**config.mk**
```make
export PLATFORM = sky130hd
export DESIGN_NAME = la_core_top
export DESIGN_NICKNAME = d
export VERILOG_FILES = /design/src/logic/la_core_pkg.sv /design/src/logic/la_isa_pkg.sv /design/src/logic/la_stage_ifs.sv /design/src/logic/la_core_top.sv /design/src/logic/la_mem_wb.sv /design/src/logic/la_execute.sv /design/src/logic/la_regfile.sv /design/src/logic/la_decode.sv /design/src/logic/la_fetch_ctrl.sv
export VERILOG_INCLUDE_DIRS = /design/src /design/src/include
export SDC_FILE = /design/constraint.sdc
export NUM_CORES = 2
export LEC_CHECK = 0
export BUFFER_PORTS_ARGS = -buffer_cell sky130_fd_sc_hd__buf_2
export CORE_ASPECT_RATIO = 0.5
export CORE_UTILIZATION = 50
export DETAILED_ROUTE_END_ITERATION = 6
export PLACE_DENSITY = 0.66
export RECOVER_POWER = 25
export SYNTH_ARGS = -nofsm -noshare
export SYNTH_HDL_FRONTEND = slang
export SYNTH_SLANG_ARGS = --single-unit
```
**constraint.sdc**
```tcl
create_clock -name clk -period 7.25 [get_ports clk]
set_input_delay 0.3625 -clock clk [delete_from_list [all_inputs] [get_ports clk]]
set_output_delay 0.3625 -clock clk [all_outputs]
set_load 0.005 [all_outputs]
```
**src/include/la_core_settings.svh**
```systemverilog
`ifndef LA_CORE_SETTINGS_SVH
`define LA_CORE_SETTINGS_SVH

// machine word and address width.
`define LA_XLEN 32

// architectural integer registers.
`define LA_NUM_REGS 32

// first fetch address after reset.
`define LA_RESET_PC 32'h1c00_0000

`endif
```
**src/logic/la_core_pkg.sv**
```systemverilog
`default_nettype none

package la_core_pkg;

    // one instruction walks through these in order.
    typedef enum logic [2:0] {
        st_fetch,
        st_decode,
        st_execute,
        st_memory,
        st_writeback
    } core_state_e;

    typedef enum logic [3:0] {
        alu_add,
        alu_sub,
        alu_slt,
        alu_sltu,
        alu_and,
        alu_nor,
        alu_or,
        alu_xor,
        alu_sll,
        alu_srl,
        alu_sra,
        alu_lui
    } alu_op_e;

endpackage

`default_nettype wire

```
**src/logic/la_isa_pkg.sv**
```systemverilog
`default_nettype none

package la_isa_pkg;

    // instruction field widths.
    localparam int unsigned reg_idx_w = 5;
    localparam int unsigned si12_w    = 12;
    localparam int unsigned si16_w    = 16;
    localparam int unsigned si20_w    = 20;
    localparam int unsigned si26_w    = 26;

    typedef logic [reg_idx_w-1:0] la_reg_idx_t;

    // supported subset of the base integer set.
    typedef enum logic [4:0] {
        op_add_w,
        op_sub_w,
        op_slt,
        op_sltu,
        op_nor,
        op_and,
        op_or,
        op_xor,
        op_slli_w,
        op_srli_w,
        op_srai_w,
        op_addi_w,
        op_ld_w,
        op_st_w,
        op_jirl,
        op_b,
        op_bl,
        op_beq,
        op_bne,
        op_lu12i_w,
        op_invalid
    } la_opcode_e;

    // decides the cycle count of an instruction.
    typedef enum logic [1:0] {
        cls_alu,
        cls_load,
        cls_store,
        cls_branch
    } la_class_e;

endpackage

`default_nettype wire

```
**src/logic/la_stage_ifs.sv**
```systemverilog
`default_nettype none
`include "la_core_settings.svh"

// decode to execute, held from one st_decode to the next.
interface dec_exe_if;
    la_core_pkg::alu_op_e    alu_op;
    logic [`LA_XLEN-1:0]     src1;
    logic [`LA_XLEN-1:0]     src2;
    logic [`LA_XLEN-1:0]     store_data;
    la_isa_pkg::la_reg_idx_t dest;
    logic                    gr_we;
    logic                    mem_we;
    logic                    res_from_mem;

    modport decode (
        output alu_op, src1, src2, store_data, dest, gr_we, mem_we, res_from_mem
    );
    modport execute (
        input alu_op, src1, src2, store_data, dest, gr_we, mem_we, res_from_mem
    );
endinterface

// execute to memory/writeback.
interface exe_wb_if;
    logic [`LA_XLEN-1:0]     alu_result;
    logic [`LA_XLEN-1:0]     store_data;
    la_isa_pkg::la_reg_idx_t dest;
    logic                    gr_we;
    logic                    mem_we;
    logic                    res_from_mem;

    modport execute (
        output alu_result, store_data, dest, gr_we, mem_we, res_from_mem
    );
    modport mem_wb (
        input alu_result, store_data, dest, gr_we, mem_we, res_from_mem
    );
endinterface

`default_nettype wire

```
**src/logic/la_core_top.sv**
```systemverilog
`default_nettype none
`include "la_core_settings.svh"

module la_core_top (
    input  wire                                 clk,
    input  wire                                 reset,
    output logic [`LA_XLEN-1:0]                 inst_sram_addr,
    input  wire  [`LA_XLEN-1:0]                 inst_sram_rdata,
    output logic                                data_sram_we,
    output logic [`LA_XLEN-1:0]                 data_sram_addr,
    output logic [`LA_XLEN-1:0]                 data_sram_wdata,
    input  wire  [`LA_XLEN-1:0]                 data_sram_rdata,
    output logic [`LA_XLEN-1:0]                 debug_wb_pc,
    output logic [3:0]                          debug_wb_rf_we,
    output logic [la_isa_pkg::reg_idx_w-1:0]    debug_wb_rf_wnum,
    output logic [`LA_XLEN-1:0]                 debug_wb_rf_wdata
);
    import la_isa_pkg::*;
    import la_core_pkg::*;

    core_state_e         state;
    la_class_e           inst_class;
    logic [`LA_XLEN-1:0] pc;
    logic                br_taken;
    logic [`LA_XLEN-1:0] br_target;
    la_reg_idx_t         rf_raddr1;
    la_reg_idx_t         rf_raddr2;
    logic [`LA_XLEN-1:0] rf_rdata1;
    logic [`LA_XLEN-1:0] rf_rdata2;
    logic                rf_we;
    la_reg_idx_t         rf_waddr;
    logic [`LA_XLEN-1:0] rf_wdata;

    dec_exe_if dx ();
    exe_wb_if  xw ();

    la_fetch_ctrl u_fetch_ctrl (
        .clk, .reset, .inst_class, .br_taken, .br_target, .state, .pc, .inst_sram_addr
    );

    la_decode u_decode (
        .clk, .reset, .state, .pc, .inst_sram_rdata,
        .rf_raddr1, .rf_raddr2, .rf_rdata1, .rf_rdata2,
        .inst_class, .br_taken, .br_target, .dx(dx.decode)
    );

    la_regfile u_regfile (
        .clk,
        .raddr1 (rf_raddr1),
        .raddr2 (rf_raddr2),
        .rdata1 (rf_rdata1),
        .rdata2 (rf_rdata2),
        .we     (rf_we),
        .waddr  (rf_waddr),
        .wdata  (rf_wdata)
    );

    la_execute u_execute (
        .clk, .reset, .state, .dx(dx.execute), .xw(xw.execute)
    );

    la_mem_wb u_mem_wb (
        .clk, .reset, .state, .pc, .xw(xw.mem_wb),
        .data_sram_we, .data_sram_addr, .data_sram_wdata, .data_sram_rdata,
        .rf_we, .rf_waddr, .rf_wdata,
        .debug_wb_pc, .debug_wb_rf_we, .debug_wb_rf_wnum, .debug_wb_rf_wdata
    );

endmodule

`default_nettype wire

```
**src/logic/la_mem_wb.sv**
```systemverilog
`default_nettype none
`include "la_core_settings.svh"

module la_mem_wb (
    input  wire                           clk,
    input  wire                           reset,
    input  wire la_core_pkg::core_state_e state,
    input  wire [`LA_XLEN-1:0]            pc,
    exe_wb_if.mem_wb                      xw,
    output logic                          data_sram_we,
    output logic [`LA_XLEN-1:0]           data_sram_addr,
    output logic [`LA_XLEN-1:0]           data_sram_wdata,
    input  wire [`LA_XLEN-1:0]            data_sram_rdata,
    output logic                          rf_we,
    output la_isa_pkg::la_reg_idx_t       rf_waddr,
    output logic [`LA_XLEN-1:0]           rf_wdata,
    output logic [`LA_XLEN-1:0]           debug_wb_pc,
    output logic [3:0]                    debug_wb_rf_we,
    output la_isa_pkg::la_reg_idx_t       debug_wb_rf_wnum,
    output logic [`LA_XLEN-1:0]           debug_wb_rf_wdata
);
    import la_core_pkg::*;

    logic in_mem;
    logic rdata_valid;

    assign in_mem = (state == st_memory);

    // the sram port is idle outside st_memory.
    assign data_sram_we    = in_mem && xw.mem_we;
    assign data_sram_addr  = in_mem ? xw.alu_result : '0;
    assign data_sram_wdata = in_mem ? xw.store_data : '0;

    // load word arrives one cycle after its address.
    always_ff @(posedge clk) begin
        if (reset) begin
            rdata_valid <= 1'b0;
        end else begin
            rdata_valid <= in_mem && xw.res_from_mem;
        end
    end

    assign rf_we    = (state == st_writeback) && xw.gr_we && (xw.dest != '0);
    assign rf_waddr = xw.dest;
    assign rf_wdata = rdata_valid ? data_sram_rdata : xw.alu_result;

    assign debug_wb_pc       = pc;
    assign debug_wb_rf_we    = {4{rf_we}};
    assign debug_wb_rf_wnum  = xw.dest;
    assign debug_wb_rf_wdata = rf_wdata;

endmodule

`default_nettype wire

```
**src/logic/la_execute.sv**
```systemverilog
`default_nettype none
`include "la_core_settings.svh"

module la_execute (
    input  wire                           clk,
    input  wire                           reset,
    input  wire la_core_pkg::core_state_e state,
    dec_exe_if.execute                    dx,
    exe_wb_if.execute                     xw
);
    import la_core_pkg::*;

    logic [4:0]          shamt;
    logic [`LA_XLEN-1:0] alu_out;

    assign shamt = dx.src2[4:0];

    always_comb begin
        case (dx.alu_op)
            alu_add:  alu_out = dx.src1 + dx.src2;
            alu_sub:  alu_out = dx.src1 - dx.src2;
            alu_slt:  alu_out = {{(`LA_XLEN-1){1'b0}}, $signed(dx.src1) < $signed(dx.src2)};
            alu_sltu: alu_out = {{(`LA_XLEN-1){1'b0}}, dx.src1 < dx.src2};
            alu_and:  alu_out = dx.src1 & dx.src2;
            alu_nor:  alu_out = ~(dx.src1 | dx.src2);
            alu_or:   alu_out = dx.src1 | dx.src2;
            alu_xor:  alu_out = dx.src1 ^ dx.src2;
            alu_sll:  alu_out = dx.src1 << shamt;
            alu_srl:  alu_out = dx.src1 >> shamt;
            alu_sra:  alu_out = $unsigned($signed(dx.src1) >>> shamt);
            // upper immediate is already built by decode.
            alu_lui:  alu_out = dx.src2;
            default:  alu_out = '0;
        endcase
    end

    always_ff @(posedge clk) begin
        if (reset) begin
            xw.gr_we        <= 1'b0;
            xw.mem_we       <= 1'b0;
            xw.res_from_mem <= 1'b0;
        end else if (state == st_execute) begin
            xw.gr_we        <= dx.gr_we;
            xw.mem_we       <= dx.mem_we;
            xw.res_from_mem <= dx.res_from_mem;
        end
    end

    always_ff @(posedge clk) begin
        if (state == st_execute) begin
            xw.alu_result <= alu_out;
            xw.store_data <= dx.store_data;
            xw.dest       <= dx.dest;
        end
    end

endmodule

`default_nettype wire

```
**src/logic/la_regfile.sv**
```systemverilog
`default_nettype none
`include "la_core_settings.svh"

module la_regfile (
    input  wire                          clk,
    input  wire la_isa_pkg::la_reg_idx_t raddr1,
    input  wire la_isa_pkg::la_reg_idx_t raddr2,
    output logic [`LA_XLEN-1:0]          rdata1,
    output logic [`LA_XLEN-1:0]          rdata2,
    input  wire                          we,
    input  wire la_isa_pkg::la_reg_idx_t waddr,
    input  wire [`LA_XLEN-1:0]           wdata
);
    logic [`LA_XLEN-1:0] regs [`LA_NUM_REGS];

    always_ff @(posedge clk) begin
        if (we && waddr != '0) begin
            regs[waddr] <= wdata;
        end
    end

    // r0 is never written, so force its read.
    assign rdata1 = (raddr1 == '0) ? '0 : regs[raddr1];
    assign rdata2 = (raddr2 == '0) ? '0 : regs[raddr2];

endmodule

`default_nettype wire

```
**src/logic/la_decode.sv**
```systemverilog
`default_nettype none
`include "la_core_settings.svh"

module la_decode (
    input  wire                           clk,
    input  wire                           reset,
    input  wire la_core_pkg::core_state_e state,
    input  wire [`LA_XLEN-1:0]            pc,
    input  wire [`LA_XLEN-1:0]            inst_sram_rdata,
    output la_isa_pkg::la_reg_idx_t       rf_raddr1,
    output la_isa_pkg::la_reg_idx_t       rf_raddr2,
    input  wire [`LA_XLEN-1:0]            rf_rdata1,
    input  wire [`LA_XLEN-1:0]            rf_rdata2,
    output la_isa_pkg::la_class_e         inst_class,
    output logic                          br_taken,
    output logic [`LA_XLEN-1:0]           br_target,
    dec_exe_if.decode                     dx
);
    import la_isa_pkg::*;
    import la_core_pkg::*;

    la_opcode_e          opcode;
    alu_op_e             alu_op;
    la_reg_idx_t         rd;
    la_reg_idx_t         rj;
    la_reg_idx_t         rk;
    logic [si12_w-1:0]   i12;
    logic [si16_w-1:0]   i16;
    logic [si20_w-1:0]   i20;
    logic [si26_w-1:0]   i26;
    logic [`LA_XLEN-1:0] imm;
    logic [`LA_XLEN-1:0] offs16;
    logic [`LA_XLEN-1:0] offs26;
    logic                use_imm;
    logic                gr_we;

    assign rd  = inst_sram_rdata[4:0];
    assign rj  = inst_sram_rdata[9:5];
    assign rk  = inst_sram_rdata[14:10];
    assign i12 = inst_sram_rdata[21:10];
    assign i16 = inst_sram_rdata[25:10];
    assign i20 = inst_sram_rdata[24:5];
    assign i26 = {inst_sram_rdata[9:0], inst_sram_rdata[25:10]};

    // major opcode, then minor fields down to bit 15.
    always_comb begin
        casez (inst_sram_rdata[31:15])
            17'b000000_0000_01_00000: opcode = op_add_w;
            17'b000000_0000_01_00010: opcode = op_sub_w;
            17'b000000_0000_01_00100: opcode = op_slt;
            17'b000000_0000_01_00101: opcode = op_sltu;
            17'b000000_0000_01_01000: opcode = op_nor;
            17'b000000_0000_01_01001: opcode = op_and;
            17'b000000_0000_01_01010: opcode = op_or;
            17'b000000_0000_01_01011: opcode = op_xor;
            17'b000000_0001_00_00001: opcode = op_slli_w;
            17'b000000_0001_00_01001: opcode = op_srli_w;
            17'b000000_0001_00_10001: opcode = op_srai_w;
            17'b000000_1010_??_?????: opcode = op_addi_w;
            17'b001010_0010_??_?????: opcode = op_ld_w;
            17'b001010_0110_??_?????: opcode = op_st_w;
            17'b010011_????_??_?????: opcode = op_jirl;
            17'b010100_????_??_?????: opcode = op_b;
            17'b010101_????_??_?????: opcode = op_bl;
            17'b010110_????_??_?????: opcode = op_beq;
            17'b010111_????_??_?????: opcode = op_bne;
            17'b000101_0???_??_?????: opcode = op_lu12i_w;
            default:                  opcode = op_invalid;
        endcase
    end

    always_comb begin
        case (opcode)
            op_sub_w:   alu_op = alu_sub;
            op_slt:     alu_op = alu_slt;
            op_sltu:    alu_op = alu_sltu;
            op_nor:     alu_op = alu_nor;
            op_and:     alu_op = alu_and;
            op_or:      alu_op = alu_or;
            op_xor:     alu_op = alu_xor;
            op_slli_w:  alu_op = alu_sll;
            op_srli_w:  alu_op = alu_srl;
            op_srai_w:  alu_op = alu_sra;
            op_lu12i_w: alu_op = alu_lui;
            default:    alu_op = alu_add;
        endcase
    end

    // link instructions add 4 to the pc.
    always_comb begin
        case (opcode)
            op_slli_w, op_srli_w, op_srai_w: imm = {{(`LA_XLEN-reg_idx_w){1'b0}}, rk};
            op_lu12i_w:                      imm = {i20, {(`LA_XLEN-si20_w){1'b0}}};
            op_jirl, op_bl:                  imm = `LA_XLEN'(4);
            default:                         imm = {{(`LA_XLEN-si12_w){i12[si12_w-1]}}, i12};
        endcase
    end

    always_comb begin
        case (opcode)
            op_ld_w:            inst_class = cls_load;
            op_st_w:            inst_class = cls_store;
            op_b, op_beq, op_bne: inst_class = cls_branch;
            default:            inst_class = cls_alu;
        endcase
    end

    assign use_imm = !(opcode inside {op_add_w, op_sub_w, op_slt, op_sltu,
                                      op_nor, op_and, op_or, op_xor});
    // unknown words fall through as a non-writing alu op.
    assign gr_we   = !(opcode inside {op_st_w, op_b, op_beq, op_bne, op_invalid});

    assign rf_raddr1 = rj;
    assign rf_raddr2 = (opcode inside {op_beq, op_bne, op_st_w}) ? rd : rk;

    assign offs16 = {{(`LA_XLEN-si16_w-2){i16[si16_w-1]}}, i16, 2'b00};
    assign offs26 = {{(`LA_XLEN-si26_w-2){i26[si26_w-1]}}, i26, 2'b00};

    assign br_taken  = (opcode inside {op_b, op_bl, op_jirl})
                     || (opcode == op_beq && rf_rdata1 == rf_rdata2)
                     || (opcode == op_bne && rf_rdata1 != rf_rdata2);
    assign br_target = (opcode == op_jirl) ? rf_rdata1 + offs16 :
                       pc + ((opcode inside {op_b, op_bl}) ? offs26 : offs16);

    always_ff @(posedge clk) begin
        if (reset) begin
            dx.gr_we        <= 1'b0;
            dx.mem_we       <= 1'b0;
            dx.res_from_mem <= 1'b0;
        end else if (state == st_decode) begin
            dx.gr_we        <= gr_we;
            dx.mem_we       <= (opcode == op_st_w);
            dx.res_from_mem <= (opcode == op_ld_w);
        end
    end

    always_ff @(posedge clk) begin
        if (state == st_decode) begin
            dx.alu_op     <= alu_op;
            dx.src1       <= (opcode inside {op_jirl, op_bl}) ? pc : rf_rdata1;
            dx.src2       <= use_imm ? imm : rf_rdata2;
            dx.store_data <= rf_rdata2;
            // bl links into r1.
            dx.dest       <= (opcode == op_bl) ? la_reg_idx_t'(1) : rd;
        end
    end

endmodule

`default_nettype wire

```
**src/logic/la_fetch_ctrl.sv**
```systemverilog
`default_nettype none
`include "la_core_settings.svh"

module la_fetch_ctrl (
    input  wire                        clk,
    input  wire                        reset,
    input  wire la_isa_pkg::la_class_e inst_class,
    input  wire                        br_taken,
    input  wire [`LA_XLEN-1:0]         br_target,
    output la_core_pkg::core_state_e   state,
    output logic [`LA_XLEN-1:0]        pc,
    output logic [`LA_XLEN-1:0]        inst_sram_addr
);
    import la_isa_pkg::*;
    import la_core_pkg::*;

    core_state_e         state_next;
    la_class_e           class_q;
    logic [`LA_XLEN-1:0] fetch_pc;

    // the word is only on the sram port during st_decode, so keep its class.
    always_comb begin
        case (state)
            st_fetch:   state_next = st_decode;
            st_decode:  state_next = (inst_class == cls_branch) ? st_fetch : st_execute;
            st_execute: begin
                if (class_q == cls_load || class_q == cls_store) begin
                    state_next = st_memory;
                end else begin
                    state_next = st_writeback;
                end
            end
            st_memory:  state_next = (class_q == cls_load) ? st_writeback : st_fetch;
            default:    state_next = st_fetch;
        endcase
    end

    always_ff @(posedge clk) begin
        if (reset) begin
            state    <= st_fetch;
            class_q  <= cls_alu;
            fetch_pc <= `LA_RESET_PC;
            pc       <= `LA_RESET_PC;
        end else begin
            state <= state_next;
            // pc holds the retiring address until the next fetch.
            if (state == st_fetch) begin
                pc <= fetch_pc;
            end
            if (state == st_decode) begin
                class_q  <= inst_class;
                fetch_pc <= br_taken ? br_target : pc + `LA_XLEN'(4);
            end
        end
    end

    assign inst_sram_addr = fetch_pc;

endmodule

`default_nettype wire

```
==> metrics.yaml <==
detailed_routing:
  route.detailed.drc: 25
  detail_route.vias_per_cell: 7.50
  first_iter_violations: 13400
  vias: 69400
  drt_pass1_iterations: 7
  route.antenna.remaining_nets: 0
  detail_route.wl_per_cell_um: 37.4
  wirelength_um: 346000
power:
  power_frac_seq: 0.425
  power_frac_comb: 0.280
  p_per_cell_area_nw_per_um2: 254
  p_leak_nw: 30.5
  power.switching_fraction: 0.352
  max-vdd-ir-drop_mv: 0.197
  clock_power_share: 0.296
  internal-power_mw: 14.2
  power.net_switching_mw: 7.73
  fin_total_pwr_mw: 22.0
die:
  placement_rows: 101
  initial_core_util: 0.504
  die_area_sq_um: 155000
  ioPinCount: 236
  fp.dieW_um: 555
  fp.dieH_um: 278
  core_area_sq_um: 152000
clock_tree:
  cts_inserted_buffers: 117
  clk_latency_ps: 780
  cts_max_path_buffers: 3
  h_tree_levels: 3
  cts_tree: "yes"
  cts.sinks: 1274
  post_cts_buffers: 0
  cts.clk_slew.worst_paths_ps: 70
  ctsRootBufferMaster: "clkbuf_16"
  ctsResizeCount: 0
  hold_buffers: 0
run_status:
  failed_checks: "DRC, capacitance limit, slew limit"
  run_status: "finished, violations left"
final_layout:
  final_cell_area_sq_um: 86500
  final_layout_size_suffix_gt1_frac: 0.196
  area_delta_synth_final_pct: 13.1
  final_nets: 7315
logic_synthesis:
  syn-instance-count: 6831
  ys_async_sr_fraction: 0
  ys_dominant_reg_cell: "edfxtp_1"
  netlist_area_sq_um: 76400
  synth.area.top_cells: "edfxtp_1, mux4_2, nand2_1"
  postSynthRegisterBits: 1274
  seq_area_frac_synth: 0.490
  synth_enable_flop_cells: 1198
  synth_top_cell_area_share: 0.471
  synth.distinct_cells: 106
  avgSynthCellArea_sq_um: 11.2
  synth_top_area_cell: "edfxtp_1"
  synthesis.yosys.warnings: 0
sta:
  final-hold-violation-count: 0
  clock-skew-final_ps: 45.3
  relSlewSlack: -2.04
  rsz_0062_raised_after_global_routing: "no"
  worstMarginPinSlew_ps: 4560
  finalWorstPathRequiredPeriod_ps: 7070
  final_min_period_over_clock_period: 0.975
  setup_tns_final_ps: 0
  clock.fmax_ghz: 0.142
  report.final.setup_viol: 0
  report.final.slew_viol_count: 259
worst_setup_path:
  critPathLaunchType: "primary input"
  critPathRequiredTime_ps: 7880
  timing_worst_setup_path_type: "in2reg"
  worst_path_largest_cell_delay_ps: 760
  worst-path-max-fanout: 31
  path_buf_inv: 10
  crit_family: "simple AND/OR/NAND/NOR gates"
  timing.critical_path.arrival_ps: 7700
  cp_slowest_cell: "or4b_2"
  endpoint_kind: "flip-flop"
placement:
  placement.cell_area_sq_um: 82600
  gpl.final_weighted_congestion: 1.02
  place.port_buffers: 235
  detailed_place_hpwl_um: 225000
global_routing:
  globalRoute.totalOverflow: 0
  grt_pass1_vias: 64100
  globalRouteTotalUtil: 0.436
  global_route_wire_length_before_repair_um: 481000
  antenna_found_initial: 20
  grt_max_degree: 144
flow_run:
  cap_violations: 6
min_path:
  timing.hold.worst.class: "in2reg"
area by class of cell:
cell class,instances,area [sq um]
flip-flops and latches,1274,37500
diodes,11,27.5
repair buffers,714,5450
inverters,130,495
clock inverters,80,826
clock buffers,141,3080
fillers,12500,65300
well taps,2060,2580
multi-input cells,4846,36500
cells by family after synthesis:
logic type / count (synthesis) / share of synthesized area
muxes: 666 / 0.144
other: 1 / 0.0000491
and+or+nand+nor: 2108 / 0.125
AOI/OAI and AO/OA: 1764 / 0.161
DFF: 1274 / 0.490
xor gates and xnor gates: 110 / 0.0126
buffers and inverters: 742 / 0.0391
adders and majority gates: 166 / 0.0276
routing by layer:
layer,wire [um],track usage,vias to the layer above,part of all wire
li1,-,-,27300,-
met1,123000,0.577,34100,0.36
met2,141000,0.616,6650,0.41
met3,59700,0.176,1363,0.17
met4,22000,0.221,18,0.063
met5,161,0.00278,-,0.00047
sequential cells by signal, indices dropped and copies added (netlist names), 2 cells and up:
register / flops
u_decode.dx.alu_op: 4
u_decode.dx.dest: 5
u_decode.dx.src1: 32
u_decode.dx.src2: 32
u_decode.dx.store_data: 32
u_execute.xw.alu_result: 32
u_execute.xw.dest: 5
u_execute.xw.store_data: 32
u_fetch_ctrl.class_q: 2
u_fetch_ctrl.inst_sram_addr: 32
u_fetch_ctrl.pc: 32
u_fetch_ctrl.state: 3
u_regfile.regs: 1024
Yosys cell counts (all sizes together), types with 162 or more instances:
cell type	n
mux2i	238
clkbuf	422
mux4	336
ha	162
a21oi	310
buf	190
nand3	327
nand2	899
o21ai	375
a2111oi	196
nor2	427
edfxtp	1198
layout by cell type (no fill, tap or decap), types with 68 or more instances in the layout:
| cell | instances |
|---|---|
| a311oi_1 | 86 |
| buf_2 | 198 |
| o21ai_0 | 372 |
| inv_1 | 122 |
| and3_1 | 79 |
| a2111oi_0 | 195 |
| a32oi_1 | 81 |
| edfxtp_1 | 1198 |
| clkbuf_16 | 118 |
| o22ai_1 | 68 |
| and2_1 | 84 |
| mux2_2 | 76 |
| a21oi_1 | 310 |
| nand2_1 | 896 |
| mux2i_1 | 233 |
| buf_4 | 420 |
| dfxtp_1 | 76 |
| nor2_1 | 391 |
| nand3_1 | 326 |
| ha_1 | 162 |
| a211oi_1 | 79 |
| mux4_2 | 336 |
| a31oi_1 | 118 |
metrics by stage:
step | std cells | utilization | hold slack, ps | worst slack, ps
6_report | 9256 | 0.570 | 99.4 | 183
5_1_grt | 9247 | 0.570 | 82.8 | 64.1
4_1_cts | 9245 | 0.570 | 58.4 | 440
3_5_place_dp | 9024 | 0.544 | 405 | -297
3_3_place_gp | 9024 | 0.544 | 403 | -318
2_1_floorplan | 6862 | - | 400 | 577
power by group through the flow:
stage	sequential (mW)	clock, mW	combinational, mW
floorplan	9.20	0	3.58
global placement	9.43	0	5.82
detailed placement	9.44	0	5.88
CTS	9.29	6.47	5.91
global route	9.34	6.74	6.43
finish	9.34	6.49	6.14
final timing paths:
kind | cells after the start | start | slack [ps] | endpoint
setup reg to reg | 21 | u_regfile.regs[23][3]$_DFFE_PP_ | 820 | u_fetch_ctrl.inst_sram_addr[31]$_SDFFE_PP0P_
setup / recovery | 30 | inst_sram_rdata[31] | 180 | u_fetch_ctrl.inst_sram_addr[9]$_SDFFE_PP0P_
hold / removal | 2 | inst_sram_rdata[11] | 100 | u_decode.dx.src2[18]$_DFFE_PP_
hold reg to reg | 0 | u_decode.dx.store_data[23]$_DFFE_PP_ | 420 | u_execute.xw.store_data[23]$_DFFE_PP_
No activity file was read; power rests on OpenSTA's default activity.
